===== src/verilog/arp_cfg.svh =====
`ifndef ARP_CFG_SVH
`define ARP_CFG_SVH

// GMII framing
`define ARP_PREAMBLE_LEN  7
`define ARP_PREAMBLE_BYTE 8'h55
`define ARP_SFD           8'hD5

// Constant Ethernet and ARP header fields
`define ARP_ETHERTYPE     16'h0806
`define ARP_HTYPE         16'h0001
`define ARP_PTYPE         16'h0800
`define ARP_HLEN          8'd6
`define ARP_PLEN          8'd4

// 8 preamble/SFD + 14 header + 28 ARP + 18 pad + 4 FCS
`define ARP_FRAME_LEN     72

`endif


===== src/verilog/arp_pkg.sv =====
`default_nettype none

package arp_pkg;

    // ARP operation field, low two bits
    typedef enum logic [1:0] {
        ARP_OP_REQUEST = 2'd1,
        ARP_OP_REPLY   = 2'd2
    } arp_op_e;

    // One end of an ARP exchange
    typedef struct packed {
        logic [47:0] mac;
        logic [31:0] ip;
    } arp_peer_t;

    // One GMII beat
    typedef struct packed {
        logic       valid;
        logic [7:0] data;
    } gmii_byte_t;

endpackage

`default_nettype wire


===== src/verilog/arp.sv =====
`timescale 1ns/10ps
`default_nettype none

module arp import arp_pkg::*; (
    input  logic        gmii_clk,
    input  logic        arst_n,
    input  gmii_byte_t  gmii_rx,
    output gmii_byte_t  gmii_tx,
    input  logic [31:0] board_ip,
    input  logic [47:0] board_mac,
    input  logic [31:0] des_ip,
    input  logic        arp_query,
    input  logic        arp_tx_sel,
    output logic        arp_tx_req,
    output logic        arp_tx_done,
    output logic        arp_working,
    output logic [47:0] dec_mac,
    output logic [31:0] dec_ip,
    output logic        arp_refresh
);

    arp_peer_t   peer;
    logic        reply_pend_set;
    logic        crc_en;
    logic        crc_clr;
    logic [7:0]  crc_d8;
    logic [31:0] crc_next;

    assign dec_mac = peer.mac;
    assign dec_ip  = peer.ip;

    arp_rx i_arp_rx (
        .gmii_clk       (gmii_clk),
        .arst_n         (arst_n),
        .gmii_rx        (gmii_rx),
        .board_ip       (board_ip),
        .peer           (peer),
        .refresh        (arp_refresh),
        .reply_pend_set (reply_pend_set)
    );

    arp_tx i_arp_tx (
        .gmii_clk       (gmii_clk),
        .arst_n         (arst_n),
        .board_ip       (board_ip),
        .board_mac      (board_mac),
        .des_ip         (des_ip),
        .peer           (peer),
        .reply_pend_set (reply_pend_set),
        .arp_query      (arp_query),
        .arp_tx_sel     (arp_tx_sel),
        .crc_next       (crc_next),
        .crc_en         (crc_en),
        .crc_clr        (crc_clr),
        .crc_d8         (crc_d8),
        .gmii_tx        (gmii_tx),
        .arp_tx_req     (arp_tx_req),
        .arp_tx_done    (arp_tx_done),
        .arp_working    (arp_working)
    );

    // FCS bytes come from crc_next alone
    crc32_d8 i_crc32_d8 (
        .clk      (gmii_clk),
        .arst_n   (arst_n),
        .data     (crc_d8),
        .crc_en   (crc_en),
        .crc_clr  (crc_clr),
        .crc_data (),
        .crc_next (crc_next)
    );

endmodule

`default_nettype wire


===== src/verilog/arp_rx.sv =====
`timescale 1ns/10ps
`default_nettype none
`include "arp_cfg.svh"

module arp_rx import arp_pkg::*; (
    input  logic        gmii_clk,
    input  logic        arst_n,
    input  gmii_byte_t  gmii_rx,
    input  logic [31:0] board_ip,
    output arp_peer_t   peer,
    output logic        refresh,
    output logic        reply_pend_set
);

    // Byte positions after the SFD
    localparam int ETH_TYPE_POS = 12;
    localparam int FIX_LAST     = 19;  // PLEN, last constant byte
    localparam int OP_HI_POS    = 20;
    localparam int OP_LO_POS    = 21;
    localparam int SHA_POS      = 22;
    localparam int SPA_POS      = 28;
    localparam int THA_POS      = 32;
    localparam int TPA_POS      = 38;
    localparam int LAST_POS     = 41;

    localparam logic [63:0] FIX_FIELDS = {`ARP_ETHERTYPE, `ARP_HTYPE, `ARP_PTYPE,
                                          `ARP_HLEN, `ARP_PLEN};

    typedef enum logic [1:0] {RX_IDLE, RX_PRE, RX_BODY, RX_DROP} rx_state_e;

    rx_state_e   st;
    logic [5:0]  cnt;       // Index of the byte being sampled
    logic        ok;        // Fixed fields matched so far
    arp_op_e     sh_op;
    logic [47:0] sh_mac;
    logic [31:0] sh_ip;
    logic [23:0] sh_tip;    // First three target IP bytes
    logic        is_pre;
    logic        is_sfd;
    logic        byte_bad;
    logic        hit;

    assign is_pre = (gmii_rx.data == `ARP_PREAMBLE_BYTE);
    assign is_sfd = (gmii_rx.data == `ARP_SFD);

    always_comb begin
        byte_bad = 1'b0;
        if (cnt >= ETH_TYPE_POS && cnt <= FIX_LAST) begin
            byte_bad = (gmii_rx.data != FIX_FIELDS[8*(FIX_LAST - cnt) +: 8]);
        end else if (cnt == OP_HI_POS) begin
            byte_bad = (gmii_rx.data != 8'd0);
        end else if (cnt == OP_LO_POS) begin
            byte_bad = (gmii_rx.data != 8'(ARP_OP_REQUEST)) &&
                       (gmii_rx.data != 8'(ARP_OP_REPLY));
        end
    end

    // Last byte completes the target IP compare
    assign hit = (st == RX_BODY) && gmii_rx.valid && (cnt == LAST_POS) && ok &&
                 ({sh_tip, gmii_rx.data} == board_ip);

    always_ff @(posedge gmii_clk or negedge arst_n) begin
        if (!arst_n) begin
            st  <= RX_IDLE;
            cnt <= '0;
            ok  <= 1'b0;
        end else if (!gmii_rx.valid) begin
            st <= RX_IDLE;  // Also aborts a short frame
        end else begin
            case (st)
                RX_IDLE: begin
                    st <= is_pre ? RX_PRE : RX_DROP;
                end
                RX_PRE: begin
                    if (is_sfd) begin
                        st  <= RX_BODY;
                        cnt <= '0;
                        ok  <= 1'b1;
                    end else if (!is_pre) begin
                        st <= RX_DROP;
                    end
                end
                RX_BODY: begin
                    cnt <= cnt + 6'd1;
                    if (byte_bad) begin
                        ok <= 1'b0;
                    end
                    if (cnt == LAST_POS) begin
                        st <= RX_DROP;  // Skip pad and FCS
                    end
                end
                default: begin
                    st <= RX_DROP;  // Wait for valid low
                end
            endcase
        end
    end

    // Shadow copies of the ARP fields
    always_ff @(posedge gmii_clk) begin
        if (st == RX_BODY && gmii_rx.valid) begin
            if (cnt == OP_LO_POS) begin
                sh_op <= arp_op_e'(gmii_rx.data[1:0]);
            end
            if (cnt >= SHA_POS && cnt < SPA_POS) begin
                sh_mac <= {sh_mac[39:0], gmii_rx.data};
            end
            if (cnt >= SPA_POS && cnt < THA_POS) begin
                sh_ip <= {sh_ip[23:0], gmii_rx.data};
            end
            if (cnt >= TPA_POS && cnt < LAST_POS) begin
                sh_tip <= {sh_tip[15:0], gmii_rx.data};
            end
        end
    end

    always_ff @(posedge gmii_clk or negedge arst_n) begin
        if (!arst_n) begin
            peer           <= '0;
            refresh        <= 1'b0;
            reply_pend_set <= 1'b0;
        end else begin
            refresh        <= hit;
            reply_pend_set <= hit && (sh_op == ARP_OP_REQUEST);
            if (hit) begin
                peer <= '{mac: sh_mac, ip: sh_ip};
            end
        end
    end

endmodule

`default_nettype wire


===== src/verilog/arp_tx.sv =====
`timescale 1ns/10ps
`default_nettype none
`include "arp_cfg.svh"

module arp_tx import arp_pkg::*; (
    input  logic        gmii_clk,
    input  logic        arst_n,
    input  logic [31:0] board_ip,
    input  logic [47:0] board_mac,
    input  logic [31:0] des_ip,
    input  arp_peer_t   peer,
    input  logic        reply_pend_set,
    input  logic        arp_query,
    input  logic        arp_tx_sel,
    input  logic [31:0] crc_next,
    output logic        crc_en,
    output logic        crc_clr,
    output logic [7:0]  crc_d8,
    output gmii_byte_t  gmii_tx,
    output logic        arp_tx_req,
    output logic        arp_tx_done,
    output logic        arp_working
);

    localparam int SFD_POS   = `ARP_PREAMBLE_LEN;
    localparam int HDR_START = SFD_POS + 1;
    localparam int BODY_LEN  = 42;                   // Ethernet header plus ARP payload
    localparam int PAD_START = HDR_START + BODY_LEN;
    localparam int FCS_START = `ARP_FRAME_LEN - 4;
    localparam int LAST      = `ARP_FRAME_LEN - 1;

    typedef enum logic [2:0] {ST_IDLE, ST_PRE, ST_BODY, ST_FCS, ST_DONE} tx_state_e;

    tx_state_e             st;
    logic [6:0]            cnt;         // Index of the byte on gmii_tx
    logic [6:0]            ld_idx;      // Index loaded at the next edge
    logic                  start;
    logic                  load;
    logic                  fin;
    logic                  reply_pend;
    logic                  query_pend;
    logic                  is_reply;
    arp_peer_t             tx_peer;     // Peer frozen at frame start
    logic                  tx_valid;
    logic [7:0]            tx_data;
    logic [7:0]            tx_byte;
    logic [47:0]           dst_mac;
    logic [47:0]           tgt_mac;
    logic [31:0]           tgt_ip;
    arp_op_e               tx_op;
    logic [8*BODY_LEN-1:0] body;

    assign arp_tx_req  = reply_pend | query_pend;
    assign start       = (st == ST_IDLE) && arp_tx_req && arp_tx_sel;
    assign fin         = (st == ST_FCS) && (cnt == LAST);
    assign load        = start || (st == ST_PRE) || (st == ST_BODY) || (st == ST_FCS && !fin);
    assign ld_idx      = (st == ST_IDLE) ? 7'd0 : cnt + 7'd1;
    assign arp_tx_done = (st == ST_DONE);
    assign arp_working = tx_valid;
    assign gmii_tx     = '{valid: tx_valid, data: tx_data};
    assign crc_d8      = tx_data;

    assign dst_mac = is_reply ? tx_peer.mac : 48'hFFFF_FFFF_FFFF;
    assign tgt_mac = is_reply ? tx_peer.mac : 48'h0;
    assign tgt_ip  = is_reply ? tx_peer.ip : des_ip;
    assign tx_op   = is_reply ? ARP_OP_REPLY : ARP_OP_REQUEST;

    assign body = {dst_mac, board_mac, `ARP_ETHERTYPE, `ARP_HTYPE, `ARP_PTYPE,
                   `ARP_HLEN, `ARP_PLEN, 14'd0, tx_op, board_mac, board_ip,
                   tgt_mac, tgt_ip};

    always_comb begin
        if (ld_idx < SFD_POS) begin
            tx_byte = `ARP_PREAMBLE_BYTE;
        end else if (ld_idx == SFD_POS) begin
            tx_byte = `ARP_SFD;
        end else if (ld_idx < PAD_START) begin
            tx_byte = body[8*(PAD_START - 1 - ld_idx) +: 8];
        end else if (ld_idx < FCS_START) begin
            tx_byte = 8'h00;  // Pad to minimum length
        end else begin
            tx_byte = ~crc_next[8*(ld_idx - FCS_START) +: 8];  // Low byte first
        end
    end

    always_ff @(posedge gmii_clk or negedge arst_n) begin
        if (!arst_n) begin
            st       <= ST_IDLE;
            cnt      <= '0;
            tx_valid <= 1'b0;
            crc_en   <= 1'b0;
            crc_clr  <= 1'b0;
            is_reply <= 1'b0;
        end else if (load) begin
            cnt      <= ld_idx;
            tx_valid <= 1'b1;
            crc_en   <= (ld_idx >= HDR_START) && (ld_idx < FCS_START);
            crc_clr  <= (ld_idx < HDR_START);
            if (ld_idx < HDR_START) begin
                st <= ST_PRE;
            end else if (ld_idx < FCS_START) begin
                st <= ST_BODY;
            end else begin
                st <= ST_FCS;
            end
            if (start) begin
                is_reply <= reply_pend;  // Reply takes priority
            end
        end else begin
            tx_valid <= 1'b0;
            crc_en   <= 1'b0;
            crc_clr  <= 1'b0;
            st       <= (st == ST_FCS) ? ST_DONE : ST_IDLE;
        end
    end

    always_ff @(posedge gmii_clk) begin
        if (start) begin
            tx_peer <= peer;
        end
        if (load) begin
            tx_data <= tx_byte;
        end
    end

    // A new set wins over the clear at frame end
    always_ff @(posedge gmii_clk or negedge arst_n) begin
        if (!arst_n) begin
            reply_pend <= 1'b0;
            query_pend <= 1'b0;
        end else begin
            if (reply_pend_set) begin
                reply_pend <= 1'b1;
            end else if (fin && is_reply) begin
                reply_pend <= 1'b0;
            end
            if (arp_query) begin
                query_pend <= 1'b1;
            end else if (fin && !is_reply) begin
                query_pend <= 1'b0;
            end
        end
    end

endmodule

`default_nettype wire


===== src/verilog/crc32_d8.sv =====
`timescale 1ns/10ps
`default_nettype none

module crc32_d8 (
    input  logic        clk,
    input  logic        arst_n,
    input  logic [7:0]  data,
    input  logic        crc_en,
    input  logic        crc_clr,
    output logic [31:0] crc_data,
    output logic [31:0] crc_next
);

    localparam logic [31:0] POLY = 32'hEDB8_8320;  // Reflected 802.3 polynomial

    // Eight LSB-first shift steps over one byte
    function automatic logic [31:0] crc_byte(input logic [31:0] crc, input logic [7:0] d);
        logic [31:0] c;
        c = crc ^ {24'd0, d};
        for (int i = 0; i < 8; i++) begin
            if (c[0]) begin
                c = (c >> 1) ^ POLY;
            end else begin
                c = c >> 1;
            end
        end
        return c;
    endfunction

    // Holds the remainder when not enabled
    assign crc_next = crc_en ? crc_byte(crc_data, data) : crc_data;

    always_ff @(posedge clk or negedge arst_n) begin
        if (!arst_n) begin
            crc_data <= '1;
        end else if (crc_clr) begin
            crc_data <= '1;  // All-ones preset
        end else if (crc_en) begin
            crc_data <= crc_next;
        end
    end

endmodule

`default_nettype wire

===== config.mk =====
export PLATFORM = sky130hd
export DESIGN_NAME = arp
export DESIGN_NICKNAME = d
export VERILOG_FILES = /design/src/verilog/arp_pkg.sv /design/src/verilog/arp.sv /design/src/verilog/arp_rx.sv /design/src/verilog/arp_tx.sv /design/src/verilog/crc32_d8.sv
export VERILOG_INCLUDE_DIRS = /design/src /design/src/verilog
export SDC_FILE = /design/constraint.sdc
export NUM_CORES = 1
export LEC_CHECK = 0
export ABC_AREA = 1
export BUFFER_PORTS_ARGS = -buffer_cell sky130_fd_sc_hd__buf_4
export CELL_PAD_IN_SITES_DETAIL_PLACEMENT = 2
export CELL_PAD_IN_SITES_GLOBAL_PLACEMENT = 2
export CORE_AREA = 4 4 216 218
export DETAILED_ROUTE_END_ITERATION = 7
export DIE_AREA = 0 0 220 222
export PLACE_DENSITY_LB_ADDON = 0.1
export SLEW_MARGIN = 5
export SYNTH_ARGS = -nofsm -noshare
export SYNTH_HDL_FRONTEND = slang
export SYNTH_SLANG_ARGS = --single-unit

===== constraint.sdc =====
create_clock -name gmii_clk -period 13.54 [get_ports gmii_clk]
set_input_delay 0.677 -clock gmii_clk [delete_from_list [all_inputs] [get_ports gmii_clk]]
set_output_delay 0.677 -clock gmii_clk [all_outputs]
set_load 0.1 [all_outputs]

==> results.toml, run 1 <==
[cells_and_area]
multi_input_comb_area_sq_um = 6750
insertedDiodeCount = 0
synthToLayoutAreaGrowth_pct = 21.0
drive_gt1_share_pct = 17.8
fillCellCount = 4967
layout_common_cells = "nand2_1, buf_4, edfxtp_1, nand3_1, dfrtp_1"
fin_nets = 2250
regArea_sq_um = 9350
finish.instance_area_sq_um = 20400
layout.cells.most_common = "nand2_1"

[route]
drt_iter0_drc = 927
firstDrtPassIters = 5
routed_via_density = 5.39
route.detailed.drc = 0
vias = 14749
ant_nets = 0
wl_per_cell_um = 25.3
routed_wl_um = 69300

[critical_path]
crit_path_cell_trace = "inv_1, nand2_1, inv_1, nor3_1, inv_1, ha_1, nand2_1, nand3_4, nand3_2, inv_2, nand2_1, nand2_1, o21ai_1, nor2_1, nand2_1, nand3_1, nand3_1, nand2_1"
arrival_ps = 5440
end_kind = "flip-flop"
critPathMaxFanout = 55
cp_slowest_cell = "nand3_4"
critPathKind = "flip-flop to flip-flop"
crit_top_cell = "nand2_1"
startpoint_type = "flip-flop"
cpPeakStageDelay_ps = 580
worstPathRequired_ps = 13860
r2r_setup_slack_ps = 8420

[global_route]
antenna_found_initial = 0
grt_pass1_wl_um = 104000
grt_max_degree = 83
first_global_vias = 16134
grt_overflow = 0
grtUsageTotal_pct = 28.1

[power_and_ir_drop]
power.share.clock_pct = 34.9
intPower_mw = 2.20
switching_power_mw = 1.04
power.density_nw_per_um2 = 159
vdd_ir_drop_max_v = 0.0000900
total_power_mw = 3.24
p_sw_share_pct = 32.1
p_seq_share_pct = 37.8
comb_power_share_pct = 27.3
leakage_nw = 8.95

[min_path]
min_path_type = "input pin to flip-flop"

[clock_tree]
ctsResizeCount = 0
clock_sinks = 333
numCtsBuffers = 40
cts_tree = "done"
clk_path_buf_depth = 3
postCtsSetupBuffers = 0
clk_pin_slew_ps = 70
clock_latency_ps = 570
cts_root_buf = "clkbuf_16"
htree_levels = 2

[sta]
post-route-min-period_ps = 5120
worst_hold_slack_ps = 333
finalClockSkew_ps = 24.5
rsz0062_at_grt = "no"
max_freq_mhz = 195
slew_headroom_pct = 8.92
tightestPinTransition_ps = 1360
setup_viol = 0
period_share_pct = 37.8
hold_viol = 0
tns_ps = 0
slew_violations = 0

[place]
gp_congestion = 0.930
numPortBuffers = 217
place_area_sq_um = 19000
hpwlAfterDp_um = 49500

[floorplan]
initial_core_util_pct = 37.6
die-height_um = 222
die_w_um = 220
rows = 78
die-area_sq_um = 48800
ios = 218
core_area_sq_um = 44900

[synthesis]
yosys_warnings = 0
syn-cell-area_sq_um = 16900
postSynthAreaPerCell_sq_um = 8.79
synth_cell_types = 48
ys_seq_elements = 333
seq_area_frac_synth_pct = 55.4
synth_nets = 2062
syn_inst = 1919

[job]
drv_cap = 0

[status]
outcome = "finished, final reports clean"
[cell usage after synthesis (all sizes together)]
cell,n,share of area [%]
a211oi,1,0.045
a21boi,1,0.045
a21oi,62,1.8
a22oi,1,0.045
a311oi,1,0.052
a31oi,5,0.19
buf,47,1.4
clkbuf,45,1.0
clkinv,2,0.045
dfrtp,107,16
dfstp,32,5.0
edfxtp,194,35
ha,18,1.3
inv,105,2.3
mux2i,1,0.059
nand2,747,17
nand3,133,4.1
nand3b,3,0.13
nand4,62,2.3
nor2,86,2.0
nor3,9,0.27
nor3b,4,0.18
nor4,9,0.33
nor4b,1,0.052
o2111ai,4,0.21
o211ai,6,0.27
o21ai,98,2.9
o21bai,3,0.13
o22ai,2,0.074
o2bb2ai,1,0.052
o311ai,1,0.052
o31ai,2,0.089
o41ai,1,0.052
or2,20,0.74
xnor2,40,2.1
xor2,65,3.4
[final timing paths]
path	from	endpoint	depth (start not counted)
min	arp_query	i_arp_tx.query_pend	2
min in group asynchronous	arst_n	i_arp_rx.peer[19]	2
max in group asynchronous	arst_n	i_arp_rx.peer[50]	3
max	i_arp_tx.st[2]	i_arp_tx.crc_d8[2]	18
max reg2reg	i_arp_tx.st[2]	i_arp_tx.crc_d8[2]	18
min reg2reg	i_arp_rx.sh_ip[1]	i_arp_rx.sh_ip[9]	0
[through the flow]
stage	setup WS, ps	std cells	util (%)
global route	8090	2738	45.5
floorplan	8340	1919	-
CTS	8490	2738	45.5
global placement	8830	2664	42.4
finish	8420	2738	45.5
detailed placement	8590	2664	42.4
[flip-flops by register name, indices dropped and copies added, names as in the netlist, 2 cells and up]
signal and count:
i_arp_rx.peer 80, i_arp_tx.tx_peer 80, i_arp_rx.sh_mac 48, i_arp_rx.sh_ip 32
i_crc32_d8.crc_data 32, i_arp_rx.sh_tip 24, i_arp_tx.crc_d8 8, i_arp_tx.cnt 7
i_arp_rx.cnt 6, i_arp_tx.st 3, i_arp_rx.sh_op 2, i_arp_rx.st 2
[power by group through the flow]
| stage | registers [mW] | logic, mW | clock network [mW] |
|---|---|---|---|
| floorplan | 1.23 | 0.639 | 0 |
| global placement | 1.24 | 0.845 | 0 |
| detailed placement | 1.24 | 0.888 | 0 |
| CTS | 1.22 | 0.898 | 1.15 |
| global route | 1.23 | 1.01 | 1.19 |
| finish | 1.22 | 0.884 | 1.13 |
[area by class of cell]
type | count | area share, %
tap | 600 | 3.68
sequential | 333 | 45.8
inverter | 107 | 1.98
clock inverter | 15 | 0.944
clock buffer | 58 | 5.74
timing repair buffer | 238 | 8.79
multi-input combinational | 1387 | 33.1
[routing by layer]
metal	up-vias	share of wire, %	track usage (%)
met2	354	50	47.6
li1	6723	-	-
met4	0	3.0	8.27
met3	107	4.3	4.33
met1	7565	43	37.2
met5	-	0	0
[cells by family after synthesis]
logic type / after synthesis / synth area share, %
AOI/OAI and AO/OA: 189 / 6.05
buffers and inverters: 199 / 4.82
and+or+nand+nor: 1074 / 26.8
adders and majority gates: 18 / 1.34
xor gates and xnor gates: 105 / 5.50
muxes: 1 / 0.0594
DFF: 333 / 55.4
[repair_timing]
item | 4_1_cts | 5_1_grt
hold endpoints to repair | 5 | 0
endpoints found under the setup margin | 0 | 0
hold buffers | 1 | 0
[critical path, delay by kind of cell (launching register included)]
family / cells / cell delay (ps)
compound gates: 1 / 430
fa+ha+maj: 1 / 250
buf+inv: 4 / 920
flops: 1 / 380
simple gates: 12 / 2850
No activity file was read; power rests on OpenSTA's default activity.
==> run 2: changes to the inputs <==
--- a/config.mk
+++ b/config.mk
@@ -6,13 +6,13 @@
 export SDC_FILE = /design/constraint.sdc
 export NUM_CORES = 1
 export LEC_CHECK = 0
-export ABC_AREA = 1
+export ABC_AREA = 0
 export BUFFER_PORTS_ARGS = -buffer_cell sky130_fd_sc_hd__buf_4
 export CELL_PAD_IN_SITES_DETAIL_PLACEMENT = 2
 export CELL_PAD_IN_SITES_GLOBAL_PLACEMENT = 2
-export CORE_AREA = 4 4 216 218
+export CORE_AREA = 4 4 217 219
 export DETAILED_ROUTE_END_ITERATION = 7
-export DIE_AREA = 0 0 220 222
+export DIE_AREA = 0 0 221 223
 export PLACE_DENSITY_LB_ADDON = 0.1
 export SLEW_MARGIN = 5
 export SYNTH_ARGS = -nofsm -noshare
==> constraint.sdc (replaced) <==
create_clock -name gmii_clk -period 4.6 [get_ports gmii_clk]
set_input_delay 0.23 -clock gmii_clk [delete_from_list [all_inputs] [get_ports gmii_clk]]
set_output_delay 0.23 -clock gmii_clk [all_outputs]
set_load 0.1 [all_outputs]
==> run 2 against run 1 <==
Net effect:
- first-iteration DRC count shrank 11%
- clock skew fell by 5.9 ps
- clock-buffer cell count fell by 3
- via count decreased by 21%
- die area is 0.91% higher
- maximum frequency up 21%
- sequential power grew to 3.0 times the previous value
- critical endpoint is now i_arp_tx.crc_d8[1]
==> results.toml, run 2 <==
[cells_and_area]
postLayoutCoreUtil_pct = 44.5
layout.cells.most_common = "buf_4"
drive_gt1_share_pct = 31.7
instances_no_fill = 2120
fin_nets = 1629
synthToLayoutAreaGrowth_pct = 24.1
layout_common_cells = "buf_4, edfxtp_1, dfrtp_1, mux2_2"
largestRegisters = "i_arp_rx.peer (80), i_arp_tx.tx_peer (80), i_arp_rx.sh_mac (48)"
finish.instance_area_sq_um = 20000

[floorplan]
rows = 78
die-area_sq_um = 49300
core_area_sq_um = 45100
ios = 218
initial_core_util_pct = 35.8
die-height_um = 223
die_w_um = 221

[global_route]
met1_usage_pct = 30.2
grt-busiest-layer = "met2"
first_global_vias = 12813
grt_overflow = 0
antenna_found_initial = 4
grtUsageTotal_pct = 22.9
grt_max_degree = 74
use_met3_pct = 4.07
grt_pass1_wl_um = 85800
grt_util_met2_pct = 38.8

[sta]
slew_headroom_pct = 26.9
max_freq_mhz = 236
post-route-min-period_ps = 4240
setup_viol = 0
period_share_pct = 92.1
rsz0062_at_grt = "no"
hold_viol = 0
worst_hold_slack_ps = 27.0
tightestPinTransition_ps = 1100
slew_violations = 0
finalClockSkew_ps = 18.6
worst_slack_ps = 361
tns_ps = 0

[critical_path]
crit_path_cell_trace = "ha_1, xnor2_1, nor2_1, inv_1, ha_1, nand2b_1, mux2i_1, a211o_1, buf_4, a21oi_1, nor3_1, a311o_1, a41oi_1, o41ai_1"
startpoint_type = "flip-flop"
rr_startpoint = "i_arp_tx.cnt[1]"
cpPeakStageDelay_ps = 780
end_kind = "flip-flop"
worstPathRequired_ps = 4900
crit_family = "compound AO/OA/AOI/OAI gates"
critPathKind = "flip-flop to flip-flop"
cp_slowest_cell = "a21oi_1"
worst-path-buf-inv = 2
critPathMaxFanout = 11
crit_start = "i_arp_tx.cnt[1]"
crit_top_cell = "ha_1"
arrival_ps = 4540

[synthesis]
synth_enable_flop_cells = 194
synth_cell_types = 82
syn_inst = 1247
postSynthAreaPerCell_sq_um = 13.0
yosysTopAreaCellShare_pct = 36.1
yosysTopAreaCell = "edfxtp_1"
synth.area.top_cells = "edfxtp_1, dfrtp_1, mux2_2"
synth_common_cells = "edfxtp_1, dfrtp_1, mux2_2"
ys_seq_elements = 333
yosys_warnings = 0
syn-cell-area_sq_um = 16200
yosysMostFrequentCell = "edfxtp_1"
ys_async_sr_fraction_pct = 41.7
synth_nets = 1390
seq_area_frac_synth_pct = 57.9
synth_ff_type = "edfxtp_1"

[route]
wl_per_cell_um = 27.3
firstDrtPassIters = 5
drt_iter0_drc = 821
routed_wl_um = 58000
route.detailed.drc = 0
ant_nets = 0
routed_via_density = 5.49
vias = 11630

[status]
outcome = "finished, final reports clean"

[power_and_ir_drop]
total_power_mw = 13.1
leakage_nw = 7.96
power.density_nw_per_um2 = 651
vdd_ir_drop_max_v = 0.000457

[clock_tree]
cts_tree = "done"
cts_root_buf = "clkbuf_16"
numCtsBuffers = 39
clock_latency_ps = 560
postCtsSetupBuffers = 0
ctsResizeCount = 0
clk_path_buf_depth = 3
htree_levels = 2
clock_sinks = 333
clk_pin_slew_ps = 60

[place]
dpl_worst_slack_ps = 427
numPortBuffers = 217
place_area_sq_um = 18600
gp_congestion = 0.894
post-place-cells = 2034
hpwlAfterDp_um = 42500

[job]
drv_cap = 0

[min_path]
min_path_type = "input pin to flip-flop"
hp-start = "gmii_rx[1]"
## run 2: cell count changes in the layout (fill, tap and decap cells not counted), sizes merged, moves of 50 or more
cell,previous run,this run
inv,107,24
mux2,0,98
mux2i,1,82
nand2,747,82
nand3,133,25
nand4,62,4
o21ai,98,48
## run 2: timing repair
item                       in CTS  in global routing
hold endpoints to repair       73                  0
setup endpoints to repair       0                  0
hold buffers                   11                  0
## run 2: final cells by class
type	instances	area, sq um
clock inverter	17	204
tap	600	751
antenna	3	7.51
inverter	23	86.3
multi-input combinational	822	6450
timing repair buffer	267	2060
fill	4526	25000
sequential	333	9350
clock buffer	55	1140
## run 2: power by group
part | internal [mW] | switching, mW | total [mW]
Combinational | 2.15 | 4.03 | 6.18
Sequential | 3.45 | 0.232 | 3.68
Clock | 1.91 | 1.29 | 3.20
Total | 7.51 | 5.54 | 13.1
## run 2: final timing paths
path	slack [ps]	cells past startpoint	endpoint
setup / recovery	360	14	i_arp_tx.crc_d8[1]
hold / removal	30	1	i_arp_rx.sh_ip[1]
setup reg to reg	360	14	i_arp_tx.crc_d8[1]
hold reg to reg	440	0	i_arp_rx.sh_mac[27]
max in group asynchronous	3450	3	i_arp_rx.cnt[4]
min in group asynchronous	300	2	i_arp_tx.arp_working
## run 2: kinds of logic (layout without fill, tap and decap cells)
| group | Yosys count | count (layout) | synth area share (%) |
|---|---|---|---|
| flip-flops | 333 | 333 | 57.9 |
| other | 0 | 3 | 0 |
| AO/OA/AOI/OAI | 256 | 256 | 11.5 |
| XOR/XNOR | 113 | 113 | 6.62 |
| buffers and inverters | 92 | 362 | 2.48 |
| AND/OR/NAND/NOR | 253 | 253 | 7.94 |
| adder cells (fa/ha/maj) | 18 | 18 | 1.39 |
| multiplexers | 182 | 182 | 12.2 |
## run 2: routing by layer
layer,vias to the layer above,routed length [um]
met5,-,0
met1,6041,25200
met2,312,28600
met3,78,2750
li1,5199,-
met4,0,1480
==> run 3: changes to the inputs <==
==> constraint.sdc (replaced) <==
create_clock -name gmii_clk -period 4.6 [get_ports gmii_clk]
set_input_delay 0 -clock gmii_clk [delete_from_list [all_inputs] [get_ports gmii_clk]]
set_output_delay 0 -clock gmii_clk [all_outputs]
set_load 0.1 [all_outputs]
==> run 3 against run 2 <==
Net effect:
- cell count rose by 0.19%
- hold slack improved by 38 ps
- clock-buffer cell count did not move
- final area rose by 0.20%
- die area did not move
- first-iteration DRC count fell by 5.2%
- clock power barely moved
- non-clock buffer count rose by 4
- total power barely moved
- sequential power barely moved
- critical path type unchanged
- highest routed layer unchanged
==> results.toml, run 3 (synthesized netlist as in run 2, its figures left out) <==
[status]
outcome = "finished, final reports clean"

[cells_and_area]
finish.instance_area_sq_um = 20100
regArea_sq_um = 9350
layout_common_cells = "buf_4, edfxtp_1, dfrtp_1, mux2_2"
fin_nets = 1633
synthToLayoutAreaGrowth_pct = 24.3
drive_gt1_share_pct = 31.6
postLayoutCoreUtil_pct = 44.5
multi_input_comb_area_sq_um = 6450
instances_no_fill = 2124
layout.cells.most_common = "buf_4"
fillCellCount = 4523
largestRegisters = "i_arp_rx.peer (80), i_arp_tx.tx_peer (80), i_arp_rx.sh_mac (48)"

[power_and_ir_drop]
switching_power_mw = 5.55
leakage_nw = 7.97
p_seq_share_pct = 28.2
intPower_mw = 7.51
comb_power_share_pct = 47.3
p_sw_share_pct = 42.5
power.share.clock_pct = 24.5
vdd_ir_drop_max_v = 0.000466
power.density_nw_per_um2 = 650

[critical_path]
end_kind = "flip-flop"
arrival_ps = 4570
crit_path_cell_trace = "ha_1, xnor2_1, nor2_1, inv_1, ha_1, nand2b_1, mux2i_1, a211o_1, buf_4, a21oi_1, nor3_1, a311o_1, a41oi_1, o41ai_1"
crit_start = "i_arp_tx.cnt[1]"
startpoint_type = "flip-flop"
cpPeakStageDelay_ps = 800
cp_slowest_cell = "a21oi_1"
worstPathRequired_ps = 4900
crit_top_cell = "ha_1"
rr_startpoint = "i_arp_tx.cnt[1]"
critPathKind = "flip-flop to flip-flop"
critPathMaxFanout = 11

[sta]
finalClockSkew_ps = 18.9
setup_viol = 0
period_share_pct = 92.8
tns_ps = 0
hold_viol = 0
slew_headroom_pct = 26.4
slew_violations = 0
max_freq_mhz = 234
rsz0062_at_grt = "no"
post-route-min-period_ps = 4270
tightestPinTransition_ps = 1100

[place]
post-place-cells = 2034
gp_congestion = 0.894
place_area_sq_um = 18600
numPortBuffers = 217
hpwlAfterDp_um = 42500

[global_route]
first_global_vias = 12818
grt_max_degree = 74
grt_pass1_wl_um = 85800
grtUsageTotal_pct = 22.9
grt_overflow = 0
antenna_found_initial = 4

[clock_tree]
numCtsBuffers = 39
clock_latency_ps = 560
ctsHoldBuffers = 15
cts_tree = "done"
clk_path_buf_depth = 3
postCtsSetupBuffers = 0
clk_pin_slew_ps = 60
cts_root_buf = "clkbuf_16"
ctsResizeCount = 0
htree_levels = 2
clock_sinks = 333

[route]
vias = 11595
firstDrtPassIters = 5
drt_iter0_drc = 778
route.detailed.drc = 0
routed_via_density = 5.46
ant_nets = 0
wl_per_cell_um = 27.3
routed_wl_um = 57900

[min_path]
min_path_type = "input pin to asynchronous set/reset pin"

[floorplan]
die-height_um = 223
core_area_sq_um = 45100
die_w_um = 221
ios = 218
initial_core_util_pct = 35.8
die-area_sq_um = 49300
rows = 78

[job]
drv_cap = 0
==> run 3: changes by cell type in the layout (fill, tap and decap cells not counted) <==
cell and delta:
dlygate4sd3_1 +4
==> run 3: worst paths after layout <==
kind                                        endpoint  slack [ps]  cells after the start
max in group asynchronous            i_arp_rx.cnt[4]        3690                      3
min in group gmii_clk             i_arp_tx.crc_d8[0]         110                      4
worst min-delay path            i_arp_tx.arp_working          70                      2
worst max-delay path              i_arp_tx.crc_d8[1]         330                     14
worst max register to register    i_arp_tx.crc_d8[1]         330                     14
worst min register to register   i_arp_rx.sh_mac[46]         440                      0
==> run 3: critical path: cells and delay by family (launching register included) <==
family / cells / cell delay [ps]
adders and majority gates: 2 / 520
muxes: 1 / 180
xor gates and xnor gates: 1 / 140
AOI/OAI and AO/OA: 5 / 1880
and+or+nand+nor: 3 / 470
buffers and inverters: 2 / 390
DFF: 1 / 420
==> run 3: stage by stage <==
| step | total power [mW] | worst slack [ps] | hold WS, ps |
|---|---|---|---|
| 6_report | 13.1 | 332 | 65.0 |
| 3_3_place_gp | 9.79 | 558 | 121 |
| 2_1_floorplan | 7.66 | 384 | -296 |
| 4_1_cts | 13.1 | 416 | 91.0 |
| 5_1_grt | 13.8 | 38.2 | 128 |
| 3_5_place_dp | 9.87 | 427 | 118 |
==> run 3: final cells by class <==
| class | instances | area share, % |
|---|---|---|
| clock inverters | 17 | 1.02 |
| flip-flops and latches | 333 | 46.5 |
| well taps | 600 | 3.74 |
| repair buffers | 271 | 10.5 |
| multi-input cells | 822 | 32.1 |
| clock buffers | 55 | 5.66 |
| inverters | 23 | 0.430 |
| diodes | 3 | 0.0374 |
==> run 3: power groups by stage <==
stage / clock (mW) / combinational, mW / sequential (mW)
4_1_cts: 3.28 / 6.16 / 3.69
3_3_place_gp: 0 / 6.06 / 3.73
2_1_floorplan: 0 / 3.90 / 3.76
3_5_place_dp: 0 / 6.12 / 3.75
5_1_grt: 3.41 / 6.63 / 3.72
6_report: 3.20 / 6.18 / 3.68
==> run 3: layer usage <==
layer	global-route usage (%)	vias up	part of all wire (%)
li1	-	5200	-
met1	30.2	6007	43
met2	38.8	308	49
met3	4.07	80	5.0
met4	7.03	0	2.6
met5	0	-	0
